--- src/lc3b_types.sv ---
package lc3b_types;

// ~~~~~~~~~~~~~~~~~~~~
// Machine widths
// ~~~~~~~~~~~~~~~~~~~~

typedef logic [15:0] lc3b_word;
typedef logic [2:0] lc3b_reg;
typedef logic [2:0] lc3b_nzp;                // n, z, p

localparam int reg_count = 8;
localparam lc3b_nzp cc_reset = 3'b010;       // Z set out of reset

// ~~~~~~~~~~~~~~~~~~~~
// Opcodes
// ~~~~~~~~~~~~~~~~~~~~

typedef enum logic [3:0]
{
	op_br   = 4'b0000,
	op_add  = 4'b0001,
	op_ldb  = 4'b0010,
	op_stb  = 4'b0011,
	op_jsr  = 4'b0100,
	op_and  = 4'b0101,
	op_ldr  = 4'b0110,
	op_str  = 4'b0111,
	op_rti  = 4'b1000,
	op_not  = 4'b1001,
	op_ldi  = 4'b1010,
	op_sti  = 4'b1011,
	op_jmp  = 4'b1100,                        // Also RET
	op_shf  = 4'b1101,
	op_lea  = 4'b1110,
	op_trap = 4'b1111
} lc3b_opcode;

// Destination tag carried by a later pipeline stage
typedef struct packed
{
	lc3b_reg drid;
	logic ld_reg;
	logic ld_cc;
} lc3b_wr_tag;

endpackage : lc3b_types

--- src/lc3b_ctrl_pkg.sv ---
package lc3b_ctrl_pkg;

import lc3b_types::*;

// ~~~~~~~~~~~~~~~~~~~~
// ALU operations
// ~~~~~~~~~~~~~~~~~~~~

typedef enum logic [2:0]
{
	alu_add,
	alu_and,
	alu_not,
	alu_pass,
	alu_sll,
	alu_srl,
	alu_sra
} lc3b_aluop;

// ~~~~~~~~~~~~~~~~~~~~
// Control word
// ~~~~~~~~~~~~~~~~~~~~

typedef struct packed
{
	lc3b_opcode opcode;
	lc3b_aluop aluop;
	logic sr1_needed;
	logic sr2_needed;
	logic regfilemux_sel;                     // 1: ir[2:0], 0: ir[11:9]
	logic destmux_sel;                        // 1: R7
	logic load_regfile;
	logic load_cc;
	logic is_branch;
	logic mem_read;
	logic mem_write;
	logic imm_mode;
} lc3b_control_word;

// Stall requests from downstream stages and the icache
typedef struct packed
{
	logic execute_br_stall;
	logic execute_indirect_stall;
	logic mem_stall;
	logic mem_br_stall;
	logic icache_stall_int;
} lc3b_stall_in;

endpackage : lc3b_ctrl_pkg

--- src/control_rom.sv ---
module control_rom
	import lc3b_types::*, lc3b_ctrl_pkg::*;
(
	input lc3b_word ir,
	output lc3b_control_word cw
);

lc3b_opcode opcode;

assign opcode = lc3b_opcode'(ir[15:12]);

always_comb
begin
	cw = '0;
	cw.opcode = opcode;
	cw.aluop = alu_add;                       // Address arithmetic by default
	case (opcode)
		op_br:
			cw.is_branch = 1'b1;
		op_add, op_and:
		begin
			cw.aluop = (opcode == op_and) ? alu_and : alu_add;
			cw.sr1_needed = 1'b1;
			cw.imm_mode = ir[5];
			cw.sr2_needed = ~ir[5];           // Register mode only
			cw.regfilemux_sel = ~ir[5];
			cw.load_regfile = 1'b1;
			cw.load_cc = 1'b1;
		end
		op_ldb, op_ldr, op_ldi:
		begin
			cw.sr1_needed = 1'b1;
			cw.mem_read = 1'b1;
			cw.load_regfile = 1'b1;
			cw.load_cc = 1'b1;
		end
		op_stb, op_str, op_sti:
		begin
			cw.sr1_needed = 1'b1;
			cw.sr2_needed = 1'b1;             // Store data from ir[11:9]
			cw.mem_read = (opcode == op_sti);  // Pointer fetch first
			cw.mem_write = 1'b1;
		end
		op_jsr:
		begin
			cw.sr1_needed = ~ir[11];          // JSRR base register
			cw.destmux_sel = 1'b1;
			cw.load_regfile = 1'b1;
			cw.is_branch = 1'b1;
		end
		op_not:
		begin
			cw.aluop = alu_not;
			cw.sr1_needed = 1'b1;
			cw.load_regfile = 1'b1;
			cw.load_cc = 1'b1;
		end
		op_jmp:
		begin
			cw.aluop = alu_pass;
			cw.sr1_needed = 1'b1;
			cw.is_branch = 1'b1;
		end
		op_shf:
		begin
			// Direction from bit 4, arithmetic from bit 5
			if (!ir[4])
				cw.aluop = alu_sll;
			else
				cw.aluop = ir[5] ? alu_sra : alu_srl;
			cw.sr1_needed = 1'b1;
			cw.load_regfile = 1'b1;
			cw.load_cc = 1'b1;
		end
		op_lea:
		begin
			cw.load_regfile = 1'b1;
			cw.load_cc = 1'b1;
		end
		op_trap:
		begin
			cw.aluop = alu_pass;
			cw.destmux_sel = 1'b1;
			cw.load_regfile = 1'b1;
			cw.is_branch = 1'b1;
			cw.mem_read = 1'b1;               // Vector table read
		end
		op_rti:
			cw.aluop = alu_pass;              // Treated as no-op
	endcase
end

endmodule : control_rom

--- src/operand_fetch.sv ---
module operand_fetch
	import lc3b_types::*, lc3b_ctrl_pkg::*;
(
	input clk,
	input rst,
	input lc3b_word ir,
	input lc3b_control_word cw,

	input lc3b_word reg_data,
	input lc3b_reg dest_reg,
	input lc3b_nzp cc_data,
	input lc3b_wr_tag wb_tag,

	output lc3b_word sr1,
	output lc3b_word sr2,
	output lc3b_reg sr2_id,
	output lc3b_reg dr,
	output lc3b_nzp cc_out
);

lc3b_word regs [reg_count];
lc3b_nzp cc;

// ~~~~~~~~~~~~~~~~~~~~
// Register file and cc
// ~~~~~~~~~~~~~~~~~~~~

always_ff @(posedge clk)
begin
	if (rst)
	begin
		for (int i = 0; i < reg_count; i++)
			regs[i] <= '0;
		cc <= cc_reset;
	end
	else
	begin
		if (wb_tag.ld_reg)
			regs[dest_reg] <= reg_data;   // Visible from next cycle
		if (wb_tag.ld_cc)
			cc <= cc_data;
	end
end

// ~~~~~~~~~~~~~~~~~~~~
// Source and dest select
// ~~~~~~~~~~~~~~~~~~~~

assign sr2_id = cw.regfilemux_sel ? ir[2:0] : ir[11:9];
assign dr = cw.destmux_sel ? 3'b111 : ir[11:9];   // R7 for link

assign sr1 = regs[ir[8:6]];
assign sr2 = regs[sr2_id];
assign cc_out = cc;

cc_write_onehot: assert property (@(posedge clk) disable iff (rst)
	wb_tag.ld_cc |-> $onehot0(cc_data))
	else $error("cc write with more than one flag set");

// Hazard check relies on the tag naming the written register
write_tag_match: assert property (@(posedge clk) disable iff (rst)
	wb_tag.ld_reg |-> dest_reg == wb_tag.drid)
	else $error("register write to a register other than the wb_tag destination");

endmodule : operand_fetch

--- src/hazard_unit.sv ---
module hazard_unit
	import lc3b_types::*, lc3b_ctrl_pkg::*;
(
	input valid_in,
	input lc3b_reg sr1_id,
	input lc3b_reg sr2_id,
	input lc3b_control_word cw,

	input lc3b_wr_tag ex_tag,
	input lc3b_wr_tag mem_tag,
	input lc3b_wr_tag wb_tag,

	input lc3b_stall_in stall_in,

	output logic dep_stall,
	output logic decode_br_stall,
	output logic valid,
	output logic load_ex
);

lc3b_wr_tag [2:0] tags;
logic sr1_hit;
logic sr2_hit;
logic cc_hit;

assign tags = {ex_tag, mem_tag, wb_tag};

// ~~~~~~~~~~~~~~~~~~~~
// Dependence check
// ~~~~~~~~~~~~~~~~~~~~

always_comb
begin
	sr1_hit = 1'b0;
	sr2_hit = 1'b0;
	cc_hit = 1'b0;
	for (int i = 0; i < 3; i++)
	begin
		if (tags[i].ld_reg && tags[i].drid == sr1_id)
			sr1_hit = 1'b1;
		if (tags[i].ld_reg && tags[i].drid == sr2_id)
			sr2_hit = 1'b1;
		if (tags[i].ld_cc)
			cc_hit = 1'b1;                    // BR reads nzp
	end
end

assign dep_stall = valid_in &&
	((cw.sr1_needed && sr1_hit) ||
	(cw.sr2_needed && sr2_hit) ||
	(cw.opcode == op_br && cc_hit));

// ~~~~~~~~~~~~~~~~~~~~
// Stall combination
// ~~~~~~~~~~~~~~~~~~~~

assign valid = valid_in && !dep_stall &&
	!stall_in.execute_br_stall && !stall_in.mem_br_stall;

assign decode_br_stall = valid && cw.is_branch;   // Hold fetch until resolved

assign load_ex = !(stall_in.mem_stall || stall_in.execute_indirect_stall ||
	stall_in.icache_stall_int);

endmodule : hazard_unit

--- src/decode_stage.sv ---
module decode_stage
	import lc3b_types::*, lc3b_ctrl_pkg::*;
(
	input clk,
	input rst,
	input lc3b_word npc_in,
	input lc3b_word ir_in,
	input valid_in,

	// Writeback
	input lc3b_word reg_data,
	input lc3b_reg dest_reg,
	input lc3b_nzp cc_data,

	// Later stage destinations
	input lc3b_wr_tag ex_tag,
	input lc3b_wr_tag mem_tag,
	input lc3b_wr_tag wb_tag,

	input lc3b_stall_in stall_in,

	output lc3b_word npc,
	output lc3b_word ir,
	output lc3b_control_word cw,
	output lc3b_word sr1,
	output lc3b_word sr2,
	output lc3b_nzp cc_out,
	output lc3b_reg dr,
	output logic valid,
	output logic load_ex,
	output logic dep_stall,
	output logic decode_br_stall
);

lc3b_reg sr2_id;

assign npc = npc_in;
assign ir = ir_in;

// ~~~~~~~~~~~~~~~~~~~~
// Decode blocks
// ~~~~~~~~~~~~~~~~~~~~

control_rom control_store
(
	.ir(ir_in),
	.cw
);

operand_fetch operands
(
	.clk,
	.rst,
	.ir(ir_in),
	.cw,
	.reg_data,
	.dest_reg,
	.cc_data,
	.wb_tag,
	.sr1,
	.sr2,
	.sr2_id,
	.dr,
	.cc_out
);

hazard_unit hazards
(
	.valid_in,
	.sr1_id(ir_in[8:6]),                      // Source one is fixed
	.sr2_id,
	.cw,
	.ex_tag,
	.mem_tag,
	.wb_tag,
	.stall_in,
	.dep_stall,
	.decode_br_stall,
	.valid,
	.load_ex
);

endmodule : decode_stage

--- config.mk ---
export PLATFORM = sky130hd
export DESIGN_NAME = decode_stage
export DESIGN_NICKNAME = d
export VERILOG_FILES = /design/src/lc3b_types.sv /design/src/lc3b_ctrl_pkg.sv /design/src/control_rom.sv /design/src/operand_fetch.sv /design/src/hazard_unit.sv /design/src/decode_stage.sv
export SDC_FILE = /design/constraint.sdc
export NUM_CORES = 1
export LEC_CHECK = 0
export BUFFER_PORTS_ARGS = -buffer_cell sky130_fd_sc_hd__clkbuf_2
export CAP_MARGIN = 40
export CORE_ASPECT_RATIO = 0.8
export CORE_MARGIN = 3
export CORE_UTILIZATION = 55
export DETAILED_ROUTE_END_ITERATION = 8
export GPL_ROUTABILITY_DRIVEN = 0
export PLACE_DENSITY = 0.83
export SYNTH_ARGS = -nofsm -noshare
export SYNTH_HDL_FRONTEND = slang
export SYNTH_HIERARCHICAL = 1
export SYNTH_SLANG_ARGS = --single-unit
--- constraint.sdc ---
create_clock -name clk -period 6.7 [get_ports clk]
set_input_delay 0.335 -clock clk [delete_from_list [all_inputs] [get_ports clk]]
set_output_delay 0.335 -clock clk [all_outputs]
set_load 0.005 [all_outputs]
==> flow_metrics.py <==
metrics = {
    "final_layout": {
        "layout.nets": 747,
        "drive_gt1_share_pct": 40.0,
        "area_growth_pct": 15.2,
        "n_antenna_cell": 0,
        "fin_util_pct": 65.2,
    },
    "pwr": {
        "ir_drop_uv": 194,
        "p_leak_nw": 3.45,
        "power_density_mw_per_mm2": 249,
        "power_mw": 2.22,
    },
    "critical_path": {
        "path_cells": "clkbuf_2 -> nand2b_4 -> nor3_1 -> buf_4 -> mux2i_1 -> buf_4 -> inv_2 -> xnor2_1 -> nand4_1 -> a21boi_0 -> o31a_1 -> clkbuf_2",
        "arrival_ns": 2.90,
        "worst-path-max-fanout": 18,
        "end_kind": "output port",
        "critPathSlowestCell": "a21boi_0",
        "max_stage_delay_ns": 0.38,
        "critPathBufInv": 5,
        "start_kind": "input pin",
        "path_delay_family": "buffers and inverters",
        "worst-setup-path-type": "in2out",
        "cp_data_required_time_ns": 6.36,
    },
    "synth": {
        "syn_area_mm2": 0.00772,
        "synth.area.top_cells": "edfxtp_1 50%, mux4_2 18%, and2_1 10%",
        "synthCells": 571,
        "synth-seq-cells": 131,
        "syn_nets": 648,
        "synth_edf_count": 128,
        "post-synth-top-area-cell": "edfxtp_1",
        "syn_avg_cell_area_um2": 13.5,
        "synth_top_area_share_pct": 49.8,
        "yosys_warnings": 6,
        "ys_top_cells_by_count": "128 x and2_1, 128 x edfxtp_1, 61 x mux4_2, 52 x nand2_1, 37 x buf_4",
        "async_reset_ff_share_pct": 0,
        "synthFlopType": "edfxtp_1",
        "synth_cell_type_count": 58,
        "synth-seq-area-share_pct": 50.6,
    },
    "clocking": {
        "post-cts-setup-buffers": 0,
        "ctsResizeCount": 0,
        "clk-insertion-delay-late_ns": 0.41,
        "clock_sinks": 131,
        "cts_tree": "built",
        "clkSlewWorstSetupHoldPaths_ns": 0.05,
        "hold_buffers": 0,
        "htree_levels": 4,
        "cts_max_path_buffers": 2,
        "cts-root-buf": "clkbuf_16",
        "cts_buffers": 17,
    },
    "hold_path": {
        "worstHoldPathType": "in2reg",
    },
    "timing": {
        "drv_slew": 0,
        "tightest_slew_ns": 0.716,
        "finalCritPeriodShare_pct": 48.4,
        "fmax_mhz": 309,
        "slew_headroom_pct": 52.3,
        "rsz0062_at_grt": "no",
        "period_needed_ns": 3.24,
        "fin_ws_ns": 3.46,
        "hold_ws_ns": 0.123,
        "fin_tns_setup_ns": 0,
        "setup_viol": 0,
        "finalHoldViolations": 0,
        "finClkSkew_ns": 0,
    },
    "placement": {
        "hpwl_um": 12300,
        "place.port_buffers": 133,
        "pre_cts_ws_ns": 3.54,
    },
    "routing": {
        "avgRoutedWirePerCell_um": 22.8,
        "drcViolationCount": 0,
        "dr.pass1.iters": 6,
        "vias_per_cell": 6.15,
        "postRouteAntennaNets": 0,
        "dr.first_iter.drc_count": 706,
        "wirelength_um": 19600,
        "via_count": 5305,
    },
    "status": {
        "status": "finished, final reports clean",
    },
    "floorplan": {
        "coreArea_mm2": 0.0136,
        "die_w_um": 138,
        "num_rows": 38,
        "initial_core_util_pct": 56.6,
        "pin_count": 168,
        "dieArea_mm2": 0.0155,
        "die_h_um": 112,
    },
    "global_routing": {
        "grt_pass1_wl_um": 30600,
        "grt_antenna_before_repair": 1,
        "grt_pass1_vias": 5494,
        "grt_start_max_net_pins": 37,
        "grtUsageTotal_pct": 25.9,
        "grt_remaining_overflow": 0,
    },
    "run": {
        "maxCapViolCount": 0,
    },
}
==> placed cells by master (no fill, tap or decap), drive strengths merged, types with 4 or more instances in the layout <==
master	netlist	layout
clkbuf	12	150
and2	128	128
edfxtp	128	128
mux4	62	62
nand2	52	52
xnor2	17	17
mux2	17	17
nor2	14	14
buf	55	14
or2	11	11
inv	8	9
clkinv	1	8
nand4	5	5
nor3	5	5
o21ai	5	5
mux2i	5	5
clkinvlp	0	4
a21oi	4	4
nand3	4	4
nand2b	4	4
==> metrics by stage <==
stage / area [um^2] / cells
floorplan: 7720 / 571
global placement: 8260 / 829
detailed placement: 8310 / 831
CTS: 8900 / 863
global route: 8900 / 863
finish: 8900 / 863
==> report_power, final <==
part | internal (mW) | switching (mW) | leakage (nW)
clock | 0.579 | 0.344 | 0.280
combinational | 0.156 | 0.158 | 1.92
sequential | 0.953 | 0.0281 | 1.25
total | 1.69 | 0.530 | 3.45
==> layout make-up <==
| class | instances | area, um^2 |
|---|---|---|
| Multi-Input combinational cell | 364 | 3340 |
| Sequential cell | 131 | 3900 |
| Tap cell | 180 | 225 |
| Timing Repair Buffer | 147 | 798 |
| Clock buffer | 17 | 425 |
| Fill cell | 956 | 4750 |
| Clock inverter | 15 | 165 |
| Inverter | 9 | 36.3 |
==> sequential cells by signal, summed over array words and instances (netlist names) <==
name / cells
operands/cc_out: 3
operands/regs: 128
==> kinds of logic (layout without fill, tap and decap cells) <==
| family | after synthesis | in the layout | share of synthesized area, % |
|---|---|---|---|
| AO/OA/AOI/OAI | 29 | 29 | 2.84 |
| XOR/XNOR | 20 | 20 | 2.27 |
| AND/OR/NAND/NOR | 231 | 231 | 16.8 |
| flip-flops | 131 | 131 | 50.6 |
| buffers and inverters | 76 | 188 | 6.14 |
| multiplexers | 84 | 84 | 21.4 |
==> layer usage <==
layer / up-vias / global-route usage [%] / part of all wire (%)
met4: 2 / 10.1 / 2.6
li1: 2279 / - / -
met2: 328 / 42.6 / 51
met5: - / 0 / 0.041
met1: 2634 / 33.0 / 37
met3: 62 / 7.47 / 9.9
==> path summary, 6_finish.rpt <==
path | from | to | cells after the start | slack, ns
worst max-delay path | ir_in[13] | dep_stall | 12 | 3.46
worst min-delay path | cc_data[1] | operands/cc_out[1] | 2 | 0.12
worst max register to register | operands/cc_out[1] | operands/cc_out[1] | 2 | 5.94
worst min register to register | operands/cc_out[0] | operands/cc_out[0] | 2 | 0.49
==> worst register-to-register path, cell delays in order, from the launching register on <==
cell	delay, ns
dfxtp_1	0.31
nor2b_1	0.13
a211o_1	0.21
Power figures use the tool's default switching activity.
